$ cat config.mk
export PLATFORM = sky130hd
export DESIGN_NAME = ladybird_data_ram
export DESIGN_NICKNAME = d
export VERILOG_FILES = /design/src/common/ladybird_pkg.sv /design/src/design/ladybird_data_ram.sv
export SDC_FILE = /design/constraint.sdc
export NUM_CORES = 2
export LEC_CHECK = 0
export BUFFER_PORTS_ARGS = -buffer_cell sky130_fd_sc_hd__clkbuf_2
export CAP_MARGIN = 20
export CORE_MARGIN = 2
export CORE_UTILIZATION = 45
export DETAILED_ROUTE_END_ITERATION = 10
export PLACE_DENSITY_LB_ADDON = 0.2
export SYNTH_ARGS = -nofsm -noshare
export SYNTH_HDL_FRONTEND = slang
export SYNTH_SLANG_ARGS = --single-unit
$ cat constraint.sdc
create_clock -name clk -period 2.6 [get_ports clk]
set_input_delay 0.13 -clock clk [delete_from_list [all_inputs] [get_ports clk]]
set_output_delay 0.13 -clock clk [all_outputs]
set_load 0.1 [all_outputs]
$ cat src/common/ladybird_pkg.sv
package ladybird_pkg;

  localparam int XLEN = 32;

  typedef logic [XLEN-1:0] word_t;
  typedef logic [XLEN-1:0] pc_t;
  typedef logic [4:0]      reg_idx_t;
  typedef logic [3:0]      wstrb_t;
  typedef logic [2:0]      op_t;

  // decoded operations
  localparam op_t OP_NOP  = 3'd0;
  localparam op_t OP_LUI  = 3'd1;
  localparam op_t OP_ADDI = 3'd2;
  localparam op_t OP_ADD  = 3'd3;
  localparam op_t OP_SUB  = 3'd4;
  localparam op_t OP_LB   = 3'd5;
  localparam op_t OP_SB   = 3'd6;
  localparam op_t OP_JAL  = 3'd7;

  // rv32i major opcodes
  localparam logic [6:0] OPC_LUI   = 7'b0110111;
  localparam logic [6:0] OPC_OPIMM = 7'b0010011;
  localparam logic [6:0] OPC_OP    = 7'b0110011;
  localparam logic [6:0] OPC_LOAD  = 7'b0000011;
  localparam logic [6:0] OPC_STORE = 7'b0100011;
  localparam logic [6:0] OPC_JAL   = 7'b1101111;

  typedef enum logic [2:0] {
    S_IDLE,
    S_FETCH,
    S_DECODE,
    S_EXEC,
    S_MEM,
    S_RESULT
  } seq_state_t;

  // instruction encoders used by the boot image and the testbench
  function automatic word_t enc_lui(reg_idx_t rd, logic [19:0] imm);
    return {imm, rd, OPC_LUI};
  endfunction

  function automatic word_t enc_addi(reg_idx_t rd, reg_idx_t rs1, logic [11:0] imm);
    return {imm, rs1, 3'b000, rd, OPC_OPIMM};
  endfunction

  function automatic word_t enc_add(reg_idx_t rd, reg_idx_t rs1, reg_idx_t rs2);
    return {7'b0000000, rs2, rs1, 3'b000, rd, OPC_OP};
  endfunction

  function automatic word_t enc_sub(reg_idx_t rd, reg_idx_t rs1, reg_idx_t rs2);
    return {7'b0100000, rs2, rs1, 3'b000, rd, OPC_OP};
  endfunction

  function automatic word_t enc_lb(reg_idx_t rd, reg_idx_t rs1, logic [11:0] imm);
    return {imm, rs1, 3'b000, rd, OPC_LOAD};
  endfunction

  function automatic word_t enc_sb(reg_idx_t rs2, reg_idx_t rs1, logic [11:0] imm);
    return {imm[11:5], rs2, rs1, 3'b000, imm[4:0], OPC_STORE};
  endfunction

  function automatic word_t enc_jal(reg_idx_t rd, logic [20:0] off);
    return {off[20], off[10:1], off[11], off[19:12], rd, OPC_JAL};
  endfunction

  function automatic word_t enc_nop();
    return enc_addi(5'd0, 5'd0, 12'd0);
  endfunction

endpackage

$ cat src/design/ladybird_data_ram.sv
`timescale 1ns/1ps

module ladybird_data_ram
  import ladybird_pkg::*;
#(
  parameter int DRAM_ADDR_W = 6
) (
  input  logic   clk,
  input  logic   nrst,
  input  logic   dmem_req,
  input  pc_t    dmem_addr,
  input  word_t  dmem_wdata,
  input  wstrb_t dmem_wstrb,
  output logic   dmem_gnt,
  output word_t  dmem_rdata
);

  localparam int DEPTH = 2**DRAM_ADDR_W;

  word_t mem [DEPTH];

  logic [DRAM_ADDR_W-1:0] idx;
  logic                   is_read;

  assign idx     = dmem_addr[DRAM_ADDR_W+1:2];
  assign is_read = dmem_req && (dmem_wstrb == 4'b0000);  // no strobe means a read

  always_ff @(posedge clk) begin
    if (!nrst) begin
      for (int i = 0; i < DEPTH; i++) begin
        mem[i] <= '0;
      end
      dmem_gnt <= 1'b0;
    end else begin
      dmem_gnt <= is_read;
      if (dmem_req) begin
        for (int i = 0; i < 4; i++) begin
          if (dmem_wstrb[i]) mem[idx][8*i +: 8] <= dmem_wdata[8*i +: 8];
        end
      end
    end
  end

  always_ff @(posedge clk) begin
    if (is_read) dmem_rdata <= mem[idx];
  end

endmodule

After elaboration in Yosys (flattened, before gate mapping):

Memories as Yosys holds them, arrays and structs flattened. A register that Yosys moved wholly into a read port is not among the register bits.
Index checks and enable logic that the tools add are counted.

* muxes and demuxes: 20
* reductions and logical operators: 3

Operators by type and width (count)
* 32-bit two-way mux: 1
* 32-bit OR reduction: 1
* 1-bit two-way mux: 17
* 6-bit two-way mux: 1
* 4-bit zero test: 1
* 4-bit two-way mux: 1
* 1-bit logical AND: 1

* register bits after elaboration: 1
* memory bits (writable): 2048
* bits of input ports: 71
* output and inout port bits: 33
* word-level logic and storage cells: 25
* memories: 1

Memory list
* mem: words 64, bits a word 32, read ports 1, clocked after Yosys merged registers in 1, write ports 64, line ladybird_data_ram.sv:20 `word_t mem [DEPTH];`

Logic depth before layout (Yosys ltp):

* depth in word-level cells: 6
* gate-level depth with buffers: 11
* gate-level depth less buffers: 5

Worst setup path after synthesis:

No wires, ideal clock.

* kind: input -> register
* start point: in dmem_addr[2]
* end point: mem mem[18][10] (netlist name) (enable)
* arrival: 1.920 ns
* data required time: 2.216 ns
* slack: 0.296 ns
* stages: 7
* path through: buf_4 buf_6 buf_6 nor3b_2 buf_2 nand2_1 o21ai_0

RTL lines
* from (decl): line ladybird_data_ram.sv:11 `input pc_t dmem_addr,`
* to (decl): line ladybird_data_ram.sv:20

==> flow_metrics.tcl <==
set metrics [dict create \
    die_area_mm2 0.217 \
    core_mm2 0.212 \
    p_per_area_mw_per_mm2 677 \
    synth-edff-count 2080 \
    layout_commonest_cell "and2_1" \
    clock-root-buffer "clkbuf_16" \
    grt_pass1_vias 62683 \
    synth_seq_cells 2081 \
    fin_skew_ns 0.0355 \
    p_comb_frac 0.084 \
    die-width_um 465 \
    yosysTopAreaCell "edfxtp_1" \
    antenna_found_initial 21 \
    via_per_inst 6.05 \
    rows 169 \
    yosys-top-cells-area "edfxtp_1 65%, and2_1 14%, a221oi_1 2.7%, mux4_2 2.2%, a22oi_1 1.9%" \
    grt_max_degree 123 \
    hold_violations 0 \
    switching_share 0.239 \
    initial_utilization 0.452 \
    cp_top_family "compound AO/OA/AOI/OAI gates" \
    die_h_um 465 \
    wl_per_cell_um 30.7 \
    drc_errors 0 \
    mostFrequentLayoutCells "2087 x and2_1, 2080 x edfxtp_1, 777 x buf_4, 330 x o21ai_0, 297 x a221oi_1" \
    ys_types 64 \
    path_max_fanout 1 \
    port_buffers 77 \
    cp_cell_sequence "mux2_2 > a221oi_1 > o22ai_1 > a222oi_1 > nand4_1" \
    grt_pass1_wl_um 467000 \
    hold_class "input port to flop" \
    ys.flop_type "edfxtp_1" \
    track_usage 0.302 \
    clk_transition_reported_paths_ns 0.06 \
    drtAntennaViolNets 0 \
    slew-limit-headroom 0.268 \
    synth.cell_area_mm2 0.0958 \
    tightestPinTransition_ns 1.09 \
    drive_above_1_share 0.192 \
    nNetsFinal 7848 \
    ys.warnings.count 0 \
    path_class "flop to flop" \
    cts_inserted_buffers 216 \
    firstDrtPassIters 6 \
    status "complete, no violations" \
    dp_hpwl_um 226000 \
    setup_viol 0 \
    pwr-share-clk 0.404 \
    synth_top_area_frac 0.652 \
    crit_arrival_ns 2.90 \
    max_freq_mhz 427 \
    vias 65345 \
    start_kind "flop" \
    routed_wirelength_um 331000 \
    synthCells 7233 \
    synthArstFlopShare 0 \
    gp_congestion 0.920 \
    syn_to_final_growth_pct 17.5 \
    h-tree-depth 4 \
    power_frac_seq 0.513 \
    peakVddDrop_v 0.000761 \
    cts_buffer_depth 3 \
    p_leak_nw 39.4 \
    cp-end-kind "flop" \
    synth_area_per_cell_um2 13.2 \
    cts_tree "built" \
    final.setup.tns_ns 0 \
    crit_buf_inv 0 \
    drtIter0Drc 8466 \
    fin_crit_sh 0.900 \
    insertion_delay_ns 0.89 \
    cp.required_ns 3.16 \
    ctsResizeCount 0 \
    synthesis.nets 7304 \
    max_cap_violations 0 \
    num_io_pins 104 \
    synth-seq-area-share 0.652 \
    cts.sinks 2081 \
    postCtsSetupBuffers 0 \
    crit_path_top_delay_cell "a222oi_1" \
    worst_hold_slack_ns 0.0449 \
    grt.overflow.total 0 \
    slew_violations 0 \
    p_sw_mw 18.2 \
    slowest_delay_ns 0.56 \
    cts-hold-fix-buffers 22 \
    p_int_mw 58.0 \
    fin_crit_ns 2.34 \
    rsz0062_at_grt "no" \
]
## power by group through the flow
stage / Clock [mW] / Combinational [mW] / Sequential, mW
after floorplan: 0 / 3.12 / 39.6
final: 30.8 / 6.37 / 39.1
after CTS: 31.0 / 6.28 / 39.1
after detailed placement: 0 / 6.23 / 39.8
after global routing: 32.3 / 6.62 / 39.2
after global placement: 0 / 6.16 / 39.7
## registers in the layout (all words and copies together) (netlist names)
register    count
dmem_gnt        1
mem          2048
dmem_rdata     32
## worst register-to-register path: stages, from the launching register on
cell and delay, ns:
edfxtp_1 0.37, mux2_2 0.27, a221oi_1 0.37, o22ai_1 0.20, a222oi_1 0.56, nand4_1 0.26
## kinds of logic after synthesis
kind of cell / share of synthesized area
AOI/OAI and AO/OA: 0.0981
buffers and inverters: 0.0293
DFF: 0.652
muxes: 0.0436
and+or+nand+nor: 0.177
## cell type report
type	instances	area, µm²
fillers	17616	99400
flip-flops and latches	2081	62500
multi-input cells	4481	30700
repair buffers	994	8850
clock buffers	264	5690
well taps	2821	3530
clock inverters	133	1230
diodes	15	37.5
inverters	3	23.8
## worst paths after layout
check | cells past startpoint | slack, ns | start | to
setup / recovery | 5 | 0.26 | mem[3][21] | dmem_rdata[21]
hold reg to reg | 4 | 0.75 | mem[56][11] | dmem_rdata[11]
hold / removal | 2 | 0.04 | dmem_wdata[12] | mem[51][12]
setup reg to reg | 5 | 0.26 | mem[3][21] | dmem_rdata[21]
## per-stage QoR
step           utilization  cell area [µm²]  power, mW  worst slack, ns  std cells
6_report             0.531           113000       76.2            0.259      10792
5_1_grt              0.531           113000       78.1            0.235      10783
4_1_cts              0.531           112000       76.4            0.318      10777
3_5_place_dp         0.497           105000       46.0           -0.219      10358
3_3_place_gp         0.497           105000       45.9           -0.237      10356
2_1_floorplan            -            95800       42.7            0.296       7233
## Yosys cell counts, drive strengths merged, types with 13 or more instances
library cell / number
o22ai: 106
nand2: 205
and3: 29
o221ai: 19
o2bb2ai: 29
clkbuf: 457
nor4: 16
nand3: 37
a21oi: 94
o22a: 13
nor2: 264
mux2i: 85
edfxtp: 2080
a41oi: 13
buf: 211
a221o: 14
nor4b: 25
a22oi: 245
a32oi: 39
mux2: 109
nand4b: 14
o211ai: 15
o21ai: 330
a221oi: 297
and4: 14
and2: 2091
a31oi: 59
nor3b: 31
nor3: 46
a222oi: 29
nand3b: 38
nand4: 18
mux4: 93
## layer usage
| metal | global-route usage | share of wire |
|---|---|---|
| met5 | 0 | 0.00035 |
| met1 | 0.413 | 0.40 |
| met4 | 0.155 | 0.056 |
| met3 | 0.0710 | 0.10 |
| met2 | 0.450 | 0.44 |
No activity file was read; power rests on OpenSTA's default activity.
