### src/common/ladybird_pkg.sv
package ladybird_pkg;

  localparam int XLEN = 32;

  typedef logic [XLEN-1:0] word_t;
  typedef logic [XLEN-1:0] pc_t;
  typedef logic [4:0]      reg_idx_t;
  typedef logic [3:0]      wstrb_t;
  typedef logic [2:0]      op_t;

  // decoded operations
  localparam op_t OP_NOP  = 3'd0;
  localparam op_t OP_LUI  = 3'd1;
  localparam op_t OP_ADDI = 3'd2;
  localparam op_t OP_ADD  = 3'd3;
  localparam op_t OP_SUB  = 3'd4;
  localparam op_t OP_LB   = 3'd5;
  localparam op_t OP_SB   = 3'd6;
  localparam op_t OP_JAL  = 3'd7;

  // rv32i major opcodes
  localparam logic [6:0] OPC_LUI   = 7'b0110111;
  localparam logic [6:0] OPC_OPIMM = 7'b0010011;
  localparam logic [6:0] OPC_OP    = 7'b0110011;
  localparam logic [6:0] OPC_LOAD  = 7'b0000011;
  localparam logic [6:0] OPC_STORE = 7'b0100011;
  localparam logic [6:0] OPC_JAL   = 7'b1101111;

  typedef enum logic [2:0] {
    S_IDLE,
    S_FETCH,
    S_DECODE,
    S_EXEC,
    S_MEM,
    S_RESULT
  } seq_state_t;

  // instruction encoders used by the boot image and the testbench
  function automatic word_t enc_lui(reg_idx_t rd, logic [19:0] imm);
    return {imm, rd, OPC_LUI};
  endfunction

  function automatic word_t enc_addi(reg_idx_t rd, reg_idx_t rs1, logic [11:0] imm);
    return {imm, rs1, 3'b000, rd, OPC_OPIMM};
  endfunction

  function automatic word_t enc_add(reg_idx_t rd, reg_idx_t rs1, reg_idx_t rs2);
    return {7'b0000000, rs2, rs1, 3'b000, rd, OPC_OP};
  endfunction

  function automatic word_t enc_sub(reg_idx_t rd, reg_idx_t rs1, reg_idx_t rs2);
    return {7'b0100000, rs2, rs1, 3'b000, rd, OPC_OP};
  endfunction

  function automatic word_t enc_lb(reg_idx_t rd, reg_idx_t rs1, logic [11:0] imm);
    return {imm, rs1, 3'b000, rd, OPC_LOAD};
  endfunction

  function automatic word_t enc_sb(reg_idx_t rs2, reg_idx_t rs1, logic [11:0] imm);
    return {imm[11:5], rs2, rs1, 3'b000, imm[4:0], OPC_STORE};
  endfunction

  function automatic word_t enc_jal(reg_idx_t rd, logic [20:0] off);
    return {off[20], off[10:1], off[11], off[19:12], rd, OPC_JAL};
  endfunction

  function automatic word_t enc_nop();
    return enc_addi(5'd0, 5'd0, 12'd0);
  endfunction

endpackage

### src/design/ladybird_inst_ram.sv
`timescale 1ns/1ps

module ladybird_inst_ram
  import ladybird_pkg::*;
#(
  parameter int IRAM_ADDR_W = 4
) (
  input  logic   clk,
  input  logic   nrst,
  input  logic   prog_req,
  input  pc_t    prog_addr,
  input  word_t  prog_wdata,
  input  wstrb_t prog_wstrb,
  input  logic   imem_req,
  input  pc_t    imem_addr,
  output logic   imem_gnt,
  output word_t  imem_rdata
);

  localparam int DEPTH = 2**IRAM_ADDR_W;

  word_t ram [DEPTH];

  logic [IRAM_ADDR_W-1:0] prog_idx;
  logic [IRAM_ADDR_W-1:0] fetch_idx;

  assign prog_idx  = prog_addr[IRAM_ADDR_W+1:2];  // word index
  assign fetch_idx = imem_addr[IRAM_ADDR_W+1:2];

  // the boot image is rewritten on every reset
  always_ff @(posedge clk) begin
    if (!nrst) begin
      for (int i = 0; i < DEPTH; i++) begin
        ram[i] <= enc_nop();
      end
      ram[0] <= enc_lui(5'd1, 20'hE0000);
      ram[1] <= enc_lb(5'd3, 5'd0, 12'h002);
      ram[2] <= enc_sb(5'd3, 5'd0, 12'h005);
      ram[3] <= enc_jal(5'd0, -21'sd12);  // back to the start
    end else if (prog_req) begin
      for (int i = 0; i < 4; i++) begin
        if (prog_wstrb[i]) ram[prog_idx][8*i +: 8] <= prog_wdata[8*i +: 8];
      end
    end
  end

  always_ff @(posedge clk) begin
    if (!nrst) begin
      imem_gnt <= 1'b0;
    end else begin
      imem_gnt <= imem_req;
    end
  end

  always_ff @(posedge clk) begin
    if (imem_req) imem_rdata <= ram[fetch_idx];
  end

  // the program may only be loaded while the core is stopped
  a_no_load_during_fetch: assert property (
    @(posedge clk) disable iff (!nrst) !(prog_req && imem_req)
  );

endmodule

### config.mk
export PLATFORM = sky130hd
export DESIGN_NAME = ladybird_inst_ram
export DESIGN_NICKNAME = d
export VERILOG_FILES = /design/src/common/ladybird_pkg.sv /design/src/design/ladybird_inst_ram.sv
export SDC_FILE = /design/constraint.sdc
export NUM_CORES = 1
export LEC_CHECK = 0
export CORE_ASPECT_RATIO = 0.8
export CORE_MARGIN = 8
export CORE_UTILIZATION = 60
export CTS_CLUSTER_DIAMETER = 80
export CTS_CLUSTER_SIZE = 16
export DETAILED_ROUTE_END_ITERATION = 10
export DONT_BUFFER_PORTS = 1
export HOLD_SLACK_MARGIN = 0.12
export PLACE_DENSITY_LB_ADDON = 0.08
export SLEW_MARGIN = 20
export SYNTH_ARGS = -nofsm -noshare
export SYNTH_HDL_FRONTEND = slang
export SYNTH_SLANG_ARGS = --single-unit
### constraint.sdc
create_clock -name clk -period 2.35 [get_ports clk]
set_input_delay 0 -clock clk [delete_from_list [all_inputs] [get_ports clk]]
set_output_delay 0 -clock clk [all_outputs]
set_load 0.01 [all_outputs]
# == Word level (Yosys, flattened, before mapping) ==
# Memories as Yosys holds them, arrays and structs flattened. A register that Yosys moved wholly into a read port is not among the register bits.
# Index checks and enable logic that the tools add are counted.
# word_totals
regBits,1
elab_cells,31
out_inout_bits,33
ram_bits,512
mem_count,1
# classes
reduce_logical,1
mux,24
bitwise_logic,4
# memory_table
memory,depth,word_bits,rd,rd_ports_with_merged_regs,write_ports,line_no,rtl
ram,16,32,1,1,16,ladybird_inst_ram.sv:22,word_t ram [DEPTH];
# op_table
operator,n
2-to-1 mux 32 bit,5
OR reduction 32 bit,1
2-to-1 mux 1 bit,17
2-to-1 mux 4 bit,2
bitwise OR 1 bit,4

# == Depth between registers and ports, before layout ==
# depth
ltp_word,6
mapped_depth,6
mapped_depth_nobuf,3

# == Least setup slack after synthesis ==
# No wires, ideal clock.
# synth_path
kind,input to register
from,input prog_addr[2]
to,memory ram[13][24] (netlist name) (enable)
t_arrival_ns,1.426
n_path_buf,2
cell_stages,5
path_slack_ns,0.540
path_cell_list,buf_2 -> nor2b_1 -> nand3_1 -> clkbuf_1 -> o21ai_0
# synth_rtl
item,line_no,rtl
"start, declared",ladybird_inst_ram.sv:11,"input pc_t prog_addr,"
"end, declared",ladybird_inst_ram.sv:22,

==> summary.txt <==
Outcome
  – Status: completed

Pwr
  – Clk pwr share: 32.5%
  – Power Density: a little over 700 nW/µm²
  – Internal power: 0.0152 W
  – NetSw: 0.00421 W
  – Comb power frac: 8.8%
  – VDD IR max: between 600 and 700 µV
  – Sw Share: 21.6%
  – Pwr Total: 0.0195 W
  – Leak: 8.66 nW
  – Sequential Power Share: 58.7%

Floorplanning
  – Die area: 45,400 µm²
  – I/O pins: 137
  – Cell Rows: between 60 and 70
  – Die Ht: 192 µm
  – Initial cell density of the core: 60.8%
  – Die width: 236 µm
  – Core ar.: 38,300 µm²

Critical path
  – WS Path Type: in2reg
  – Reg2reg start: ram[10][8]
  – Reg2reg end: imem_rdata[8]
  – R2R depth: 4
  – Crit start category: input pin
  – Worst EP required: 2.65 ns
  – R2r setup slk: about 0.26 ns
  – Critical path launch point: prog_addr[3]
  – CP max FO: 9
  – Setup crit end kind: flip-flop
  – WP data arrival: 2.59 ns

Worst hold path
  – Hold path endpoint: ram[8][3]
  – Hold depth: 3
  – Hold path startpoint: prog_addr[5]
  – Hold Crit Class: in2reg

Timing
  – Max-slew headroom: 22.9%
  – Max Clk Rate: 438 MHz
  – Fin Hold WS: ~0.17 ns
  – Clk_skew: around 0.0096 ns
  – Final Hold Fails: 0
  – Final setup margin: 0.0656 ns
  – Final Setup Violations: 0
  – Fin. max-slew vios: 0
  – Worst Tran Pin Value: about 1.2 ns
  – Setup TNS: 0 ns
  – Final min period: 2.28 ns
  – Period utilization: 97.2%
  – RSZ-0062 raised after global routing: false

CTS
  – CTS tree: done
  – Worst-Skew Late Latency: approximately 0.54 ns
  – Clock root buffer: clkbuf_16
  – CTS Buf Count: 40
  – Postcts setup bufs: 0
  – # clock sinks: 545
  – H-tree level count: 2
  – Clk slew on worst S/H paths: around 0.07 ns
  – Max Root-Sink Buffers: 3

Placement
  – DP HPWL: between 30,000 and 40,000 µm
  – GPL Wtd Cong: 0.797
  – Worst slack at placement: 0.569 ns
  – Dpl cell area: 24,200 µm²
  – Buffers on Ports: 0

Yosys
  – Cell variety after synth: 24
  – Post-Syn Area: 23,300 µm²
  – Synthesized instance count: 1,587
  – Net Count, Synth: ~1,700
  – Ys Warns: 0
  – FF+latch count, synth: between 500 and 600
  – Avg Inst Size Synth: 14.7 µm²
  – Register area share after synthesis: about 70%

Finish
  – Layout cells sized above 1: 17.4%
  – Commonest cells after routing, fill and taps aside: edfxtp_1 (544), nor2_1 (428), dlygate4sd3_1 (155)
  – Final nets: ~1,900
  – Area Growth Syn to Fin: 15.8%
  – Commonest non-fill, non-tap cell in the layout: edfxtp_1
  – Final instance area: between 20,000 and 30,000 µm²

Routing
  – Average wire per standard cell: 25.8 µm
  – Via density: 6.32
  – Final ANT Viol Nets: 0
  – 1st-pass router iterations: 5
  – WL final: approximately 59,000 µm
  – DRC viols: 0
  – Vias: around 14,000
  – DR iter-0 viols: approximately 1,700

Global route
  – GR Overflow Total: 0
  – Antenna violations before repair: 3
  – Number of global-route vias before repair: 14,583
  – Largest net degree at the start of global routing: 96
  – Total Routing Usage GR: 26.1%
  – First-pass GRT wire length: 89,300 µm

Flow run
  – Max-cap violations: 0
## metrics by stage
| step | instances | utilization [%] |
|---|---|---|
| after floorplan | 1587 | - |
| after global placement | 2054 | 63.1 |
| after detailed placement | 2054 | 63.1 |
| after CTS | 2266 | 70.3 |
| after global routing | 2268 | 70.4 |
| final | 2270 | 70.4 |
## metal layers
layer  routed length [µm]  share of wire [%]  global-route usage (%)  up-vias
met5                   10              0.017                       0        -
met4                 1910                3.3                    8.28        2
met3                 5360                9.2                    4.70      104
met2                27200                 46                    41.1      725
met1                24100                 41                    37.4     7324
li1                     -                  -                       -     6188
## critical path, stage by stage
cell and delay [ns]:
dlygate4sd3_1 0.74, nand2b_2 0.17, nor3_1 0.18, dlygate4sd3_1 0.59, buf_4 0.21, nand3_1 0.10, dlygate4sd3_1 0.58
## final cells by class
type / count / area (µm²)
antenna: 4 / 10.0
timing repair buffer: 276 / 2550
clock inverter: 1 / 16.3
multi-input combinational: 897 / 6310
clock buffer: 50 / 1060
inverter: 2 / 7.51
sequential: 545 / 16400
tap: 495 / 619
fill: 2577 / 11300
## repair_timing
| action | in CTS | in global routing |
|---|---|---|
| hold buffers | 161 | 0 |
| hold endpoints to repair | 1088 | 0 |
| resized for setup | 0 | 4 |
| setup endpoints to repair | 0 | 13 |
## sequential cells by signal, summed over array words and instances (netlist names)
signal / flops
imem_gnt: 1
ram: 512
imem_rdata: 32
## cell families after synthesis
kind of cell / after synthesis / synth area share, %
simple gates: 643 / 11.3
compound gates: 126 / 3.40
buf+inv: 145 / 2.66
flops: 545 / 70.3
mux: 128 / 12.4
## power by group through the flow
stage                     combinational (W)  clock (W)  sequential (W)
after floorplan                    0.000944          0          0.0116
after global routing                0.00181    0.00672          0.0115
after global placement              0.00123          0          0.0116
final                               0.00171    0.00633          0.0114
after CTS                           0.00170    0.00641          0.0114
after detailed placement            0.00125          0          0.0116
## cells in the mapped netlist
library cell / number / area [µm²]
or4b_1: 1 / 10.0
and3_1: 4 / 25.0
nor2b_1: 6 / 37.5
buf_2: 15 / 75.1
nor2_1: 430 / 1610
a22oi_1: 64 / 480
nand3_1: 10 / 50.1
or3_1: 17 / 106
nand2b_1: 4 / 25.0
or2_2: 14 / 87.6
buf_4: 11 / 82.6
inv_1: 2 / 7.51
o21ai_0: 62 / 310
buf_1: 14 / 52.6
and2_1: 22 / 138
mux4_2: 128 / 2880
and4bb_2: 1 / 12.5
nor4_1: 1 / 6.26
buf_6: 2 / 22.5
nand2_1: 127 / 477
dfxtp_1: 1 / 20.0
nor3_1: 6 / 30.0
clkbuf_1: 101 / 379
edfxtp_1: 544 / 16300
## how the worst max path moves through the flow
| stage | to | slack (ns) | cells after the start |
|---|---|---|---|
| after detailed placement | ram[4][13] | 0.57 | 4 |
| after global placement | ram[4][18] | 0.56 | 4 |
| after CTS | ram[0][31] | 0.02 | 6 |
| after global routing | ram[2][21] | 0.03 | 7 |
| final | ram[2][21] | 0.07 | 7 |
| after floorplan | ram[13][24] | 0.54 | 5 |
No activity file was read; power rests on OpenSTA's default activity.
