### config.mk
export PLATFORM = sky130hd
export DESIGN_NAME = ladybird_result
export DESIGN_NICKNAME = d
export VERILOG_FILES = /design/src/common/ladybird_pkg.sv /design/src/core/ladybird_result.sv
export SDC_FILE = /design/constraint.sdc
export NUM_CORES = 2
export LEC_CHECK = 0
export ABC_AREA = 1
export BUFFER_PORTS_ARGS = -buffer_cell sky130_fd_sc_hd__buf_2
export CORE_MARGIN = 1
export CORE_UTILIZATION = 50
export DETAILED_ROUTE_END_ITERATION = 6
export PLACE_DENSITY = 0.67
export SYNTH_ARGS = -nofsm -noshare
export SYNTH_HDL_FRONTEND = slang
export SYNTH_SLANG_ARGS = --single-unit
### constraint.sdc
create_clock -name clk -period 4.4 [get_ports clk]
set_clock_uncertainty 0.2 [all_clocks]
set_input_delay 0.88 -clock clk [delete_from_list [all_inputs] [get_ports clk]]
set_output_delay 0.88 -clock clk [all_outputs]
set_load 0.03 [all_outputs]
### src/common/ladybird_pkg.sv
package ladybird_pkg;

  localparam int XLEN = 32;

  typedef logic [XLEN-1:0] word_t;
  typedef logic [XLEN-1:0] pc_t;
  typedef logic [4:0]      reg_idx_t;
  typedef logic [3:0]      wstrb_t;
  typedef logic [2:0]      op_t;

  // decoded operations
  localparam op_t OP_NOP  = 3'd0;
  localparam op_t OP_LUI  = 3'd1;
  localparam op_t OP_ADDI = 3'd2;
  localparam op_t OP_ADD  = 3'd3;
  localparam op_t OP_SUB  = 3'd4;
  localparam op_t OP_LB   = 3'd5;
  localparam op_t OP_SB   = 3'd6;
  localparam op_t OP_JAL  = 3'd7;

  // rv32i major opcodes
  localparam logic [6:0] OPC_LUI   = 7'b0110111;
  localparam logic [6:0] OPC_OPIMM = 7'b0010011;
  localparam logic [6:0] OPC_OP    = 7'b0110011;
  localparam logic [6:0] OPC_LOAD  = 7'b0000011;
  localparam logic [6:0] OPC_STORE = 7'b0100011;
  localparam logic [6:0] OPC_JAL   = 7'b1101111;

  typedef enum logic [2:0] {
    S_IDLE,
    S_FETCH,
    S_DECODE,
    S_EXEC,
    S_MEM,
    S_RESULT
  } seq_state_t;

  // instruction encoders used by the boot image and the testbench
  function automatic word_t enc_lui(reg_idx_t rd, logic [19:0] imm);
    return {imm, rd, OPC_LUI};
  endfunction

  function automatic word_t enc_addi(reg_idx_t rd, reg_idx_t rs1, logic [11:0] imm);
    return {imm, rs1, 3'b000, rd, OPC_OPIMM};
  endfunction

  function automatic word_t enc_add(reg_idx_t rd, reg_idx_t rs1, reg_idx_t rs2);
    return {7'b0000000, rs2, rs1, 3'b000, rd, OPC_OP};
  endfunction

  function automatic word_t enc_sub(reg_idx_t rd, reg_idx_t rs1, reg_idx_t rs2);
    return {7'b0100000, rs2, rs1, 3'b000, rd, OPC_OP};
  endfunction

  function automatic word_t enc_lb(reg_idx_t rd, reg_idx_t rs1, logic [11:0] imm);
    return {imm, rs1, 3'b000, rd, OPC_LOAD};
  endfunction

  function automatic word_t enc_sb(reg_idx_t rs2, reg_idx_t rs1, logic [11:0] imm);
    return {imm[11:5], rs2, rs1, 3'b000, imm[4:0], OPC_STORE};
  endfunction

  function automatic word_t enc_jal(reg_idx_t rd, logic [20:0] off);
    return {off[20], off[10:1], off[11], off[19:12], rd, OPC_JAL};
  endfunction

  function automatic word_t enc_nop();
    return enc_addi(5'd0, 5'd0, 12'd0);
  endfunction

endpackage

### src/core/ladybird_result.sv
`timescale 1ns/1ps

module ladybird_result
  import ladybird_pkg::*;
(
  input  logic       clk,
  input  logic       nrst,
  input  logic       res_valid,
  input  op_t        res_op,
  input  reg_idx_t   res_rd,
  input  word_t      res_value,
  input  logic [1:0] res_byte_sel,
  input  pc_t        res_pc,
  input  logic       dmem_gnt,
  input  word_t      dmem_rdata,
  input  reg_idx_t   rs1,
  input  reg_idx_t   rs2,
  output word_t      rs1_data,
  output word_t      rs2_data,
  output logic       wb_done,
  output logic       retire_valid,
  output pc_t        retire_pc,
  output reg_idx_t   retire_rd,
  output word_t      retire_value
);

  word_t rf [32];

  logic       load_pending;
  logic       wr_en;
  logic [7:0] load_byte;
  word_t      load_value;
  word_t      wr_data;

  assign rs1_data = (rs1 == 5'd0) ? '0 : rf[rs1];
  assign rs2_data = (rs2 == 5'd0) ? '0 : rf[rs2];

  assign load_byte  = dmem_rdata[8*res_byte_sel +: 8];
  assign load_value = {{24{load_byte[7]}}, load_byte};  // sign extend

  assign wr_en   = (res_valid && res_op != OP_LB) || dmem_gnt;
  assign wr_data = dmem_gnt ? load_value : res_value;

  always_ff @(posedge clk) begin
    if (!nrst) begin
      for (int i = 0; i < 32; i++) begin
        rf[i] <= '0;
      end
    end else if (wr_en && res_rd != 5'd0) begin
      rf[res_rd] <= wr_data;
    end
  end

  always_ff @(posedge clk) begin
    if (!nrst) begin
      load_pending <= 1'b0;
      retire_valid <= 1'b0;
    end else begin
      if (res_valid && res_op == OP_LB) load_pending <= 1'b1;
      else if (dmem_gnt) load_pending <= 1'b0;
      retire_valid <= wr_en;
    end
  end

  always_ff @(posedge clk) begin
    if (wr_en) begin
      retire_pc    <= res_pc;
      retire_rd    <= res_rd;
      retire_value <= (res_rd == 5'd0) ? '0 : wr_data;  // x0 always reports zero
    end
  end

  assign wb_done = retire_valid;

  // read data only comes back for a load issued by execute
  a_gnt_needs_load: assert property (
    @(posedge clk) disable iff (!nrst) dmem_gnt |-> load_pending
  );

endmodule

### Word level (Yosys, flattened, before mapping)

Memory sizes are Yosys's and may differ from the RTL's.
Index checks and enable logic that the tools add are counted.
W data, S select, Z words.

| word-level totals | value |
|---|---|
| bits in registers | 70 |
| bits in writable memories | 1024 |
| bits of input ports | 120 |
| output and inout bits | 135 |
| memories | 1 |

Memories:

| memory | depth | bits a word | rd ports | clocked after memory_dff | wr ports | RTL line | source |
|---|---|---|---|---|---|---|---|
| rf | 32 | 32 | 2 | 0 | 32 | ladybird_result.sv:27 | `word_t rf [32];` |

| cells by class | value |
|---|---|
| equality and inequality tests | 1 |
| shift-type cells | 1 |
| mux-type cells | 10 |
| reductions and logical operators | 8 |

Operators by type and width:

| operator | count |
|---|---|
| $mux W32 | 4 |
| $reduce_or A32 Y1 | 1 |
| $shiftx A32 B6 Y8 | 1 |
| $logic_not A5 Y1 | 3 |
| $mux W1 | 5 |
| $mux W5 | 1 |
| $reduce_bool A5 Y1 | 1 |
| $ne A3 B3 Y1 const B | 1 |
| $logic_and A1 B1 Y1 | 2 |
| $logic_or A1 B1 Y1 | 1 |

### Logic depth before layout (Yosys ltp)

| depth | value |
|---|---|
| depth in word-level cells | 9 |
| mapped depth | 12 |

### Worst setup path after synthesis

No wires, ideal clock.

| timing | value |
|---|---|
| path kind | input to register |
| start point | input dmem_gnt |
| end point | register retire_pc[0], enable pin |
| library setup time | 0.722 ns |
| arrival time | 2.733 ns |
| slack | 0.744 ns |
| cell stages on the path | 3 |
| path buffers | 1 |
| cell sequence | inv_2 > buf_1 > nand2_1 |

| between the ends | value |
|---|---|
| longest elaborated chain between the ends | 1 |

Ends and longest elaborated chain:

| element | RTL line | source |
|---|---|---|
| from (decl) | ladybird_result.sv:14 | `input logic dmem_gnt,` |
| $logic_or A1 B1 Y1 | ladybird_result.sv:41 | `assign wr_en = (res_valid && res_op != OP_LB) \|\| dmem_gnt;` |
| net wr_en | ladybird_result.sv:30 | `logic wr_en;` |
| to (signal assigned) | ladybird_result.sv:67 | `retire_pc <= res_pc;` |
| to (decl) | ladybird_result.sv:22 | `output pc_t retire_pc,` |

The timed path passes the listed nets, and every way through them passes these cells.
A chain may end at the register's enable or synchronous reset.

### Worst setup path in the final report

| timing | value |
|---|---|
| start point | input rs2[0] |
| end point | output rs2_data[27] |

| between the ends | value |
|---|---|
| longest elaborated chain between the ends | 2 |
| elaborated cells between the ends (all ways) | 3 |

Ends and longest elaborated chain:

| element | RTL line | source |
|---|---|---|
| from (decl) | ladybird_result.sv:17 | `input reg_idx_t rs2,` |
| $mem_v2 Z32 W32 / $logic_not A5 Y1 (equally long branches) | - |  |
| $mux W32 * | ladybird_result.sv:36 | `assign rs2_data = (rs2 == 5'd0) ? '0 : rf[rs2];` |
| to (decl) | ladybird_result.sv:19 | `output word_t rs2_data,` |

Mark *: on every way between the ends. The rest lies on a longest branch, timed or not.

==> run metrics <==
post_cts resized 0; Worst EP required 3320 ps; Syn Std Cell Area around 59000 µm²; hold_sp res_pc[20]; maxcap violations 0; die area about 120000 µm²; Slew Viols, Final 0; Post-Syn Instances approximately 7400; grt met1 use about half; post-DP HPWL 133000 µm; setup violators final 0; routability cong. between 0.9 and 1; row count around 130; slowest stage cell, crit path nor2_1; CP Cell Sequence buf_8 -> buf_12 -> nand2_1 -> nand3_1 -> nand3_1 -> nand2_1 -> nand2_1 -> nand2_1 -> nor2_1 -> nor2_1 -> buf_2; crit path launch rs2[0]; Worst IR Drop VDD about 0.44 mV; CP Class in2out; initial core utilization 50.7%; fmax roughly 0.23 GHz; hold_buf cts 0; Slew @ Worst Pin 967 ps; Yosys top cell by area edfxtp_1; Max clock buf depth 3; core footprint between 100000 and 150000 µm²; area grow syn2layout 13.6%; router iterations before antenna repair 7; met3 GRT Util about a tenth; GRT Max-Usage Layer met2; initial antenna violation count 3; cts bufs inserted ~120; largest net degree at the start of global routing about 120; Finished Cell Area 67300 µm²; power density cells about 400 nW/µm²; Hold Crit Class in2reg; CTS sink count about 1100; Final Hold Fails 0; Final nets 7527; top cells by area, synth edfxtp_1, nand2_1, nand3_1; htree depth 3; CTS root buf clkbuf_16; Yosys cell types 24; fin crit period between 4000 and 5000 ps; GRT Total Usage a little under two fifths; Filler cells 10263; element type at the critical path start input port; hold_ws roughly 81 ps; wirelength, routed between 200000 and 250000 µm; synth warn 0; Slew HR between 30% and 40%; power share of the combinational group about 16%; Die H about 350 µm; status complete, no violations; Tcrit/Tclk final just under 100%; global-route wire length before repair 337000 µm; Flop pwr share a little under half; critical path's most frequent cell nand2_1; met2 Use GR a little under three fifths; # port buffers approximately 250; grt ovf 0; Seq cells post-synth 1094; Pint 19300 µW; DP Area about 63000 µm²; post-CTS setup buffer count 0; crit path DAT between 3000 and 4000 ps; Avg Inst Size Synth 8.02 µm²; static leakage between 0.02 and 0.03 µW; Initial DRC Count about 9500; CP endpoint kind output port; switching fraction of total power approximately 29%; Routed Antenna Nets 0; RSZ-0062 raised after global routing false; Net Sw Power around 7900 µW; TritonCTS clock tree done; Layout Utilization between 50 and 60%; die extent in x 346 µm; drt wl/cell 25.6 µm; vias per cell 6.24; vias in the first global route between 50000 and 60000; setup total negative slack 0 ps; Ports about 260; remaining routing DRC violations 0; top cell type's share of synthesized area between 50 and 60%; DR vias about 56000; layout cells sized above 1 a little over a tenth; register area share after synthesis between 50% and 60%; clock-pin slew on the worst setup and hold paths ~60 ps; worst stage delay on the critical path around 560 ps; Clk network pwr share roughly two fifths; crit path max fanout between 100 and 150
==> metrics by stage <==
stage / setup slack, ps / cells / total power, µW
2_1_floorplan: 744 / 7414 / 15100
3_3_place_gp: 325 / 8810 / 16700
3_5_place_dp: 312 / 8810 / 16800
4_1_cts: 300 / 9035 / 27100
5_1_grt: 83.7 / 9035 / 27900
6_report: 75.2 / 9037 / 27200
==> state kept, by name (all words and copies together), names as in the netlist <==
register,flops
retire_rd,5
retire_pc,32
retire_value,32
retire_valid,1
rf,1024
==> synth_stat cells <==
cell	number
clkbuf_1	223
nand3_1	1386
nand2_2	8
a21oi_2	21
a21oi_1	105
nor3_1	10
inv_1	39
o21ai_0	146
buf_2	360
nand3b_1	1
conb_1	1
clkinv_1	3
o21a_1	8
dfxtp_1	1
o21ai_1	2
nor2_1	1326
buf_4	5
nand2_1	2567
inv_2	7
edfxtp_1	1093
buf_1	59
a21oi_4	1
nor2_4	4
o22ai_1	7
==> power by group through the flow <==
stage	Sequential (µW)	Clock, µW	Combinational [µW]
2_1_floorplan	12700	0	2340
3_3_place_gp	12600	0	4120
3_5_place_dp	12600	0	4160
4_1_cts	12400	10500	4180
5_1_grt	12500	10900	4550
6_report	12400	10500	4320
==> worst paths after layout <==
| check | slack (ps) | to | cells after the start |
|---|---|---|---|
| min | 80 | retire_pc[20] | 1 |
| max | 80 | rs2_data[27] | 11 |
==> worst max-delay path: cells and delay by family <==
family / cells / cell delay, ps
buf+inv: 3 / 920
simple gates: 8 / 1300
==> placed cells by master, fill, tap and decap left out, drive strengths merged, types with 51 or more instances in the layout <==
cell type,Yosys,routed
nor2,1330,1330
clkinv,3,64
buf,424,519
inv,46,51
nand3,1386,1386
edfxtp,1093,1093
o21ai,148,148
nand2,2575,2575
a21oi,127,127
clkbuf,223,133
==> cell type report <==
cell class              count  area (µm²)  area share [%]
clock buffers             133        3070            4.57
clock inverters            92         973            1.45
diodes                      2        5.00         0.00744
inverters                  49         226           0.337
flip-flops and latches   1094       32800            48.8
multi-input cells        5624       23800            35.4
well taps                1524        1910            2.83
repair buffers            519        4440            6.60
==> cells by family after synthesis <==
logic type             after synthesis  synth area share (%)
AND/OR/NAND/NOR                   5302                  36.7
flip-flops                        1094                  55.5
buffers and inverters              696                  5.21
AO/OA/AOI/OAI                      290                  2.65
other                                1               0.00633
==> per-layer routing <==
metal / vias up / part of all wire [%]
li1: 24481 / -
met1: 26231 / 35
met2: 4747 / 43
met3: 940 / 15
met4: 0 / 6.8
met5: - / 0
(Power assumes the default switching activity.)
