File: src/common/ladybird_pkg.sv
package ladybird_pkg;

  localparam int XLEN = 32;

  typedef logic [XLEN-1:0] word_t;
  typedef logic [XLEN-1:0] pc_t;
  typedef logic [4:0]      reg_idx_t;
  typedef logic [3:0]      wstrb_t;
  typedef logic [2:0]      op_t;

  // decoded operations
  localparam op_t OP_NOP  = 3'd0;
  localparam op_t OP_LUI  = 3'd1;
  localparam op_t OP_ADDI = 3'd2;
  localparam op_t OP_ADD  = 3'd3;
  localparam op_t OP_SUB  = 3'd4;
  localparam op_t OP_LB   = 3'd5;
  localparam op_t OP_SB   = 3'd6;
  localparam op_t OP_JAL  = 3'd7;

  // rv32i major opcodes
  localparam logic [6:0] OPC_LUI   = 7'b0110111;
  localparam logic [6:0] OPC_OPIMM = 7'b0010011;
  localparam logic [6:0] OPC_OP    = 7'b0110011;
  localparam logic [6:0] OPC_LOAD  = 7'b0000011;
  localparam logic [6:0] OPC_STORE = 7'b0100011;
  localparam logic [6:0] OPC_JAL   = 7'b1101111;

  typedef enum logic [2:0] {
    S_IDLE,
    S_FETCH,
    S_DECODE,
    S_EXEC,
    S_MEM,
    S_RESULT
  } seq_state_t;

  // instruction encoders used by the boot image and the testbench
  function automatic word_t enc_lui(reg_idx_t rd, logic [19:0] imm);
    return {imm, rd, OPC_LUI};
  endfunction

  function automatic word_t enc_addi(reg_idx_t rd, reg_idx_t rs1, logic [11:0] imm);
    return {imm, rs1, 3'b000, rd, OPC_OPIMM};
  endfunction

  function automatic word_t enc_add(reg_idx_t rd, reg_idx_t rs1, reg_idx_t rs2);
    return {7'b0000000, rs2, rs1, 3'b000, rd, OPC_OP};
  endfunction

  function automatic word_t enc_sub(reg_idx_t rd, reg_idx_t rs1, reg_idx_t rs2);
    return {7'b0100000, rs2, rs1, 3'b000, rd, OPC_OP};
  endfunction

  function automatic word_t enc_lb(reg_idx_t rd, reg_idx_t rs1, logic [11:0] imm);
    return {imm, rs1, 3'b000, rd, OPC_LOAD};
  endfunction

  function automatic word_t enc_sb(reg_idx_t rs2, reg_idx_t rs1, logic [11:0] imm);
    return {imm[11:5], rs2, rs1, 3'b000, imm[4:0], OPC_STORE};
  endfunction

  function automatic word_t enc_jal(reg_idx_t rd, logic [20:0] off);
    return {off[20], off[10:1], off[11], off[19:12], rd, OPC_JAL};
  endfunction

  function automatic word_t enc_nop();
    return enc_addi(5'd0, 5'd0, 12'd0);
  endfunction

endpackage

File: src/core/ladybird_execute.sv
`timescale 1ns/1ps

module ladybird_execute
  import ladybird_pkg::*;
#(
  parameter int DRAM_ADDR_W = 6
) (
  input  logic       clk,
  input  logic       nrst,
  input  logic       exec_start,
  input  op_t        op,
  input  reg_idx_t   rd,
  input  word_t      imm,
  input  pc_t        pc,
  input  word_t      rs1_data,
  input  word_t      rs2_data,
  output logic       dmem_req,
  output pc_t        dmem_addr,
  output word_t      dmem_wdata,
  output wstrb_t     dmem_wstrb,
  output logic       res_valid,
  output op_t        res_op,
  output reg_idx_t   res_rd,
  output word_t      res_value,
  output logic [1:0] res_byte_sel,
  output pc_t        res_pc,
  output pc_t        next_pc
);

  word_t sum;
  word_t diff;
  word_t addi_val;
  word_t link;
  pc_t   eff_addr;
  word_t alu_out;

  assign sum      = rs1_data + rs2_data;
  assign diff     = rs1_data - rs2_data;
  assign addi_val = rs1_data + imm;
  assign link     = pc + 32'd4;
  assign eff_addr = rs1_data + imm;  // shared by LB and SB

  always_comb begin
    case (op)
      OP_LUI:  alu_out = imm;
      OP_ADDI: alu_out = addi_val;
      OP_ADD:  alu_out = sum;
      OP_SUB:  alu_out = diff;
      OP_JAL:  alu_out = link;
      default: alu_out = '0;
    endcase
  end

  always_ff @(posedge clk) begin
    if (!nrst) begin
      res_valid <= 1'b0;
      dmem_req  <= 1'b0;
    end else begin
      res_valid <= exec_start;
      dmem_req  <= exec_start && (op == OP_LB || op == OP_SB);
    end
  end

  always_ff @(posedge clk) begin
    if (exec_start) begin
      res_op       <= op;
      res_rd       <= (op == OP_SB) ? 5'd0 : rd;
      res_value    <= alu_out;
      res_byte_sel <= eff_addr[1:0];
      res_pc       <= pc;
      next_pc      <= (op == OP_JAL) ? pc + imm : link;
      dmem_addr    <= eff_addr;
      dmem_wdata   <= {4{rs2_data[7:0]}};  // byte copied to every lane
      dmem_wstrb   <= (op == OP_SB) ? wstrb_t'(4'b0001 << eff_addr[1:0]) : 4'b0000;
    end
  end

  // programs must stay inside the data RAM
  a_dmem_in_range: assert property (
    @(posedge clk) disable iff (!nrst)
      dmem_req |-> (dmem_addr >> (DRAM_ADDR_W + 2)) == '0
  );

endmodule

File: config.mk
export PLATFORM = sky130hd
export DESIGN_NAME = ladybird_execute
export DESIGN_NICKNAME = d
export VERILOG_FILES = /design/src/common/ladybird_pkg.sv /design/src/core/ladybird_execute.sv
export SDC_FILE = /design/constraint.sdc
export NUM_CORES = 1
export LEC_CHECK = 0
export BUFFER_PORTS_ARGS = -buffer_cell sky130_fd_sc_hd__buf_2
export CORE_UTILIZATION = 55
export CTS_BUF_LIST = sky130_fd_sc_hd__clkbuf_2 sky130_fd_sc_hd__clkbuf_4 sky130_fd_sc_hd__clkbuf_8
export DETAILED_ROUTE_END_ITERATION = 12
export GPL_ROUTABILITY_DRIVEN = 1
export HOLD_SLACK_MARGIN = 0.15
export PLACE_DENSITY = 0.84
export SYNTH_ARGS = -nofsm -noshare
export SYNTH_HDL_FRONTEND = slang
export SYNTH_SLANG_ARGS = --single-unit
File: constraint.sdc
create_clock -name clk -period 5.5 [get_ports clk]
set_clock_uncertainty 0.1 [all_clocks]
set_input_delay 0.275 -clock clk [delete_from_list [all_inputs] [get_ports clk]]
set_output_delay 0.275 -clock clk [all_outputs]
set_load 0.01 [all_outputs]
# After elaboration in Yosys (flattened, before gate mapping)
# Index checks and enable logic that the tools add are counted.
# totals
ff_bits,176
output_inout_bits,176
wordCells,28
in_bits,139
# classes
add_sub_neg,5
shifts,1
reduce_logical,2
mux,2
eq_ne,7
# op_table
operator,count
32-bit case mux with 5 select lines,1
32-bit adder,3
32-bit by 3-bit adder with 32-bit output (second input constant),1
32-bit 2-to-1 mux,1
32-bit subtractor,1
3-bit == test (second input constant),4
3-bit by 2-bit == test with 1-bit output (second input constant),2
1-bit by 2-bit left shift with 4-bit output (first input constant),1
3-bit by 1-bit == test with 1-bit output (second input constant),1
1-bit logical AND,1
1-bit logical OR,1

# Depth between registers and ports, before layout
# Gate-level depths: netlist (run 1).
# logic_depth
word_depth,3
ltp_mapped,21
mapped_depth_nobuf,20

# Worst setup path before layout (run 1)
# Ideal clock, no wire load.
# synth_path
path_kind,input to register
from,input port rs2_data[7]
to,register res_value[29] (data pin)
setup_ns,0.261
arrival_time_ns,3.865
required_ns,5.139
path_buffers,1
stages,19
setup_slack_ns,1.274
path_cell_list,or4_4 nor4_4 nand2_1 nor3_1 nand2_1 o21ai_0 xor2_1 ha_1 clkbuf_1 a21o_1 a21o_1 a21o_1 a21o_1 a21o_1 a31oi_1 o21ai_0 a21oi_1 o21ai_0 a311o_1
# synth_between
elab_chain_cells,2
# synth_rtl
item,line,text
from (decl),ladybird_execute.sv:16,"input word_t rs2_data,"
32-bit subtractor / 32-bit adder (equally long branches),"ladybird_execute.sv:38, ladybird_execute.sv:37",
32-bit case mux with 5 select lines (*),ladybird_execute.sv:44,case (op)
to (signal assigned),ladybird_execute.sv:68,res_value <= alu_out;
to (decl),ladybird_execute.sv:24,"output word_t res_value,"
# Mark *: on every way between the ends. The rest lies on a longest branch, timed or not.
# A chain may end at the register's enable or synchronous reset.

# Final worst setup path (run 1)
# Ends and elaborated chain as after synthesis.

==> qor.txt, run 1 <==
Via count -> 11300
Antenna violations before repair -> 3
Slew headroom -> 0.176
Synth Area in Simple Gates -> 0.138
Worst Tran Pin Value -> 1230 ps
Max layer used -> met4
Chip height -> 148 um
Nets -> 1794
Root buf cell -> clkbuf_8
Main combinational cell family by area after synthesis -> compound AO/OA/AOI/OAI gates
Switch Pwr -> 1.27 mW
Yosys top cell area share -> 0.381
Hold_ws -> 154 ps
# rows -> 52
EDFF count, synth -> 148
Clk network pwr share -> 0.238
Most area-consuming cells after synthesis -> edfxtp_1, ha_1, xnor2_1
Pwr dens -> 250 nW/um^2
Layout area overhead -> 22.6%
Drt first pass iters -> 7
Worst Setup Start Kind -> primary input
PortBufs -> 314
Main synth FF type -> edfxtp_1
Top-count cell post-synth -> edfxtp_1
All-Layer GR Usage -> 0.331
Status -> finished clean
# DRC -> 0
Synthesized area -> 11700 sq um
Vias in the first global route -> 10500
Design area -> 14300 sq um
Compound-Gate Fraction of Synth Area -> 0.216
Largest net degree at the start of global routing -> 103
First-pass GRT wire length -> 55.8 mm
M1 WL -> 14.7 mm
Final Critical Period -> 4820 ps
Routed Antenna Nets -> 0
Die area -> 21800 sq um
Reg clk slew, reported paths -> 90 ps
H-tree Lvls -> 4
Finished Layout Cells -> 1843
Asr flop ratio synth -> 0
Sequential fraction of the synthesis area -> 0.385
Global placement routability congestion -> 0.989
I/O pins -> 315
Die width -> 148 um
Num CTS Buffers -> 17
PostCTS Resize Cnt -> 0
Synth unique cells -> 73
Fin. max-slew vios -> 0
RSZ-0062 raised after global routing -> no
Synth Register Bits -> 150
Synth Area in Adders -> 0.107
CTS tree -> built
Vias per cell -> 6.15
Worst path required time -> 5640 ps
CP arrival -> 4960 ps
Cells after Synth -> 1219
CTS Sinks -> 150
Combinational share of power -> 0.353
Switch share -> 0.357
Worst setup EP type -> flop
Setup tns final -> 0 ps
Placed cells -> 1750
Crit Path Category -> primary input to flop
Net Count, Synth -> 1456
Layout fillers -> 1552
Core footprint -> 20500 sq um
Multiplexer share of the synthesized area -> 0.00601
Fraction of the cycle the final worst path needs -> 0.877
DRT iter0 DRCs -> 1309
Max-Cap Viols -> 0
Fmax -> 207 MHz
Final wirelength -> 36.3 mm
WL met3 -> 4.08 mm
Path type of the worst min-delay path -> primary input to flop
Starting Density -> 0.569
Hpwl dp -> 27.3 mm
Final count of hold timing violations -> 0
Metal2 WL -> 16.1 mm
P_leak -> 6.22 nW
Post-synthesis area per instance -> 9.57 sq um
Commonest cells in the synthesized netlist -> edfxtp_1, a21oi_1, nor2_1
Synthesis warning total -> 0
Final setup fails -> 0
Power Total -> 3.57 mW
Bufs on Longest Clock Path -> 2
Int Pwr -> 2.30 mW
HP Start -> imm[1]
Layout cell share with drive strength beyond 1 -> 0.239
Post-synth top area cell -> edfxtp_1
Placed inst area -> 13300 sq um
Critical path startpoint -> rs2_data[7]
DR WL/cell -> 19.7 um
Sequential share of power -> 0.409
Max IR drop VDD -> 0.138 mV
Xor-xnor portion of the synthesized cell area -> 0.105
Crit path max fanout -> 9
Total gr overflow -> 0
==> power groups by stage <==
stage | logic [mW] | registers [mW] | clock network [mW]
4_1_cts | 1.22 | 1.46 | 0.845
6_report | 1.26 | 1.46 | 0.850
3_3_place_gp | 1.15 | 1.48 | 0
3_5_place_dp | 1.18 | 1.48 | 0
2_1_floorplan | 0.695 | 1.55 | 0
5_1_grt | 1.36 | 1.47 | 0.896
==> metrics by stage <==
step,util,setup WS (ps)
2_1_floorplan,-,1270
3_3_place_gp,0.650,868
3_5_place_dp,0.650,761
4_1_cts,0.697,715
5_1_grt,0.697,277
6_report,0.697,678
==> worst max-delay path, cell delays in order <==
cell and delay (ps):
dlygate4sd3_1 530, buf_2 160, or4_4 580, nor4_4 190, nand2_1 140, nor3_1 350
nand2_1 160, o21ai_0 210, xor2_1 170, ha_1 350, a21o_1 230, a21o_1 170
a21o_1 190, a21o_1 180, a21o_1 180, a31oi_1 150, o21ai_0 110, a21oi_1 150
o21ai_0 110, a311o_1 370
==> sequential cells by signal (all words and copies together) (netlist names) <==
| name | count |
|---|---|
| res_rd | 5 |
| next_pc | 32 |
| dmem_wstrb | 4 |
| res_pc | 32 |
| res_valid | 1 |
| dmem_wdata | 8 |
| dmem_addr | 32 |
| dmem_req | 1 |
| res_op | 3 |
| res_value | 32 |
==> metal layers <==
metal / vias to the layer above / track usage
met5: - / 0
met4: 0 / 0.147
met3: 110 / 0.0623
met2: 803 / 0.515
met1: 5183 / 0.451
li1: 5233 / -
==> repair_timing <==
item / 4_1_cts / 5_1_grt
setup buffers: 0 / 0
hold endpoints to repair: 64 / 0
hold buffers: 58 / 0
==> path summary, 6_finish.rpt <==
path / endpoint / depth (start not counted) / slack, ps
max: res_value[29] / 20 / 680
min: res_value[1] / 3 / 150
==> placed cells by master (no fill, tap or decap), types with 6 or more instances in the layout <==
cell type | synthesis | final
o21ai_0 | 82 | 82
nor3_1 | 24 | 24
buf_2 | 0 | 313
a31oi_1 | 11 | 11
buf_4 | 26 | 10
clkbuf_8 | 0 | 17
a211oi_1 | 7 | 7
o221ai_1 | 7 | 7
mux2i_1 | 7 | 7
o31ai_1 | 14 | 14
xor2_1 | 66 | 66
edfxtp_1 | 148 | 148
o21a_1 | 13 | 13
a221o_1 | 10 | 10
ha_1 | 95 | 95
o21bai_1 | 16 | 16
nand2b_1 | 9 | 9
a221oi_1 | 6 | 6
and3_1 | 14 | 14
xnor2_1 | 72 | 72
a22oi_1 | 16 | 16
dlygate4sd3_1 | 0 | 58
nand2_1 | 78 | 78
nor2b_1 | 18 | 18
and2_1 | 7 | 7
a21oi_1 | 118 | 118
nand4_1 | 17 | 17
inv_1 | 44 | 44
a21o_1 | 43 | 43
nand3_1 | 34 | 33
nor2_1 | 98 | 98
o211ai_1 | 8 | 8
==> final cells by class <==
class                      count  area, sq um  share of cell area
antenna                        3         7.51            0.000525
inverter                      44          165              0.0116
sequential                   150         4480               0.314
clock inverter                15          143             0.00998
timing repair buffer         382         2230               0.156
tap                          270          338              0.0236
clock buffer                  17          234              0.0164
multi-input combinational    962         6690               0.468
==> logic make-up after synthesis <==
group / count (synthesis)
AO/OA/AOI/OAI: 392
XOR/XNOR: 139
adder cells (fa/ha/maj): 98
buffers and inverters: 107
flip-flops: 150
multiplexers: 7
AND/OR/NAND/NOR: 326
Note: power is estimated with default switching activity, not from simulation.
==> inputs of run 2 (changes only) <==
--- a/config.mk
+++ b/config.mk
@@ -11,7 +11,7 @@
 export DETAILED_ROUTE_END_ITERATION = 12
 export GPL_ROUTABILITY_DRIVEN = 1
 export HOLD_SLACK_MARGIN = 0.15
-export PLACE_DENSITY = 0.84
+export PLACE_DENSITY = 0.86
 export SYNTH_ARGS = -nofsm -noshare
 export SYNTH_HDL_FRONTEND = slang
 export SYNTH_SLANG_ARGS = --single-unit
==> run 2 against run 1 <==
  * Flip-flop and latch count stayed put
  * Combinational power hardly changed
  * Non-clock buffer count stayed put
  * Die area stayed put
  * Hold slack better by 31 ps
  * Utilization is 0.085 points higher
  * Wire length is 1.9% higher
  * Setup slack better by 16 ps
  * Global-route usage is 0.20 points higher
  * Largest power group unchanged
==> qor.txt, run 2 (same netlist as run 1, synthesis figures left out) <==
Status -> finished clean
Largest net degree at the start of global routing -> 102
Setup Fix Bufs, Post-CTS -> 0
Core footprint -> 20500 sq um
# rows -> 52
DR WL/cell -> 20.0 um
Layout cell share with drive strength beyond 1 -> 0.241
P_leak -> 6.23 nW
Root buf cell -> clkbuf_8
Worst Setup Start Kind -> primary input
Layout area overhead -> 22.7%
I/O pins -> 315
Fin. max-slew vios -> 0
Routed Antenna Nets -> 0
Drt first pass iters -> 6
Worst Tran Pin Value -> 1010 ps
Max IR drop VDD -> 0.160 mV
Final wirelength -> 37.0 mm
Nets -> 1794
RSZ-0062 raised after global routing -> no
Fmax -> 208 MHz
CP arrival -> 4930 ps
Die area -> 21800 sq um
Final Critical Period -> 4810 ps
Die width -> 148 um
Num CTS Buffers -> 17
Total gr overflow -> 0
Worst setup EP type -> flop
Via count -> 11300
Hpwl dp -> 28.0 mm
Path type of the worst min-delay path -> primary input to flop
Chip height -> 148 um
Max-Cap Viols -> 0
GR peak layer -> met2
Crit path max fanout -> 9
Worst path required time -> 5630 ps
Crit Path Category -> primary input to flop
Bufs on Longest Clock Path -> 2
Slowest stage delay, CP -> 580 ps
Final setup fails -> 0
Slowest-stage cell, CP -> or4_4
CTS Sinks -> 150
Fraction of the cycle the final worst path needs -> 0.874
GRT met3 Usage -> 0.0580
First-pass GRT wire length -> 55.6 mm
DRT iter0 DRCs -> 1199
Pwr dens -> 252 nW/um^2
Vias per cell -> 6.10
Commonest non-fill, non-tap cell in the layout -> buf_2
Final count of hold timing violations -> 0
Setup tns final -> 0 ps
Global placement routability congestion -> 0.957
Placed cells -> 1752
Finished Layout Cells -> 1845
Met1 track utilization from global routing -> 0.456
Reg clk slew, reported paths -> 100 ps
CP Cell Sequence -> dlygate4sd3_1 -> buf_2 -> or4_4 -> nor4_4 -> nand2_1 -> nor3_1 -> nand2_1 -> o21ai_0 -> xor2_1 -> ha_1 -> a21o_1 -> o21bai_1 -> a221o_1 -> a21oi_1 -> o21ai_0 -> a21o_1 -> a21oi_1 -> xnor2_1 -> a221o_1
Starting Density -> 0.569
CTS tree -> built
Met2 global-route usage -> 0.525
# DRC -> 0
H-tree Lvls -> 4
PortBufs -> 314
PostCTS Resize Cnt -> 0
Antenna violations before repair -> 5
All-Layer GR Usage -> 0.333
Critical path buffers and inverters -> 2
Commonest cells after routing, fill and taps aside -> buf_2, edfxtp_1, a21oi_1
Slew headroom -> 0.326
CP top delay family -> compound AO/OA/AOI/OAI gates
Vias in the first global route -> 10300
Power Total -> 3.61 mW
[run 2: final timing paths]
kind	startpoint	end	slack [ps]	cells after the start
setup / recovery	rs2_data[7]	res_value[31]	690	19
hold / removal	imm[3]	res_value[3]	190	3
[run 2: layout make-up]
cell class                 count  area (sq um)
antenna                        5          12.5
sequential                   150          4480
clock buffer                  17           234
clock inverter                15           164
tap                          270           338
multi-input combinational    962          6680
fill                        1584          6190
inverter                      44           165
timing repair buffer         382          2230
[run 2: per-layer routing]
metal / vias to the layer above / wire length, um
li1: 5225 / -
met1: 5225 / 15500
met2: 715 / 16400
met3: 96 / 3750
met4: 0 / 1280
met5: - / 0
[run 2: repair_timing]
item	CTS	global route
endpoints found under the setup margin	0	0
hold endpoints to repair	62	0
hold buffers	56	0
[run 2: report_power, final]
part / total (mW) / internal, mW / switching [mW]
combinational: 1.27 / 0.511 / 0.757
sequential: 1.46 / 1.42 / 0.0386
clock: 0.882 / 0.377 / 0.505
[run 2: through the flow]
step                area, sq um  hold slack [ps]   util  worst slack, ps
global route              14300              185  0.698              460
detailed placement        13300              407  0.651              766
floorplan                 11700              274      -             1270
finish                    14300              186  0.698              694
global placement          13300              404  0.651              870
CTS                       14300              155  0.698              731
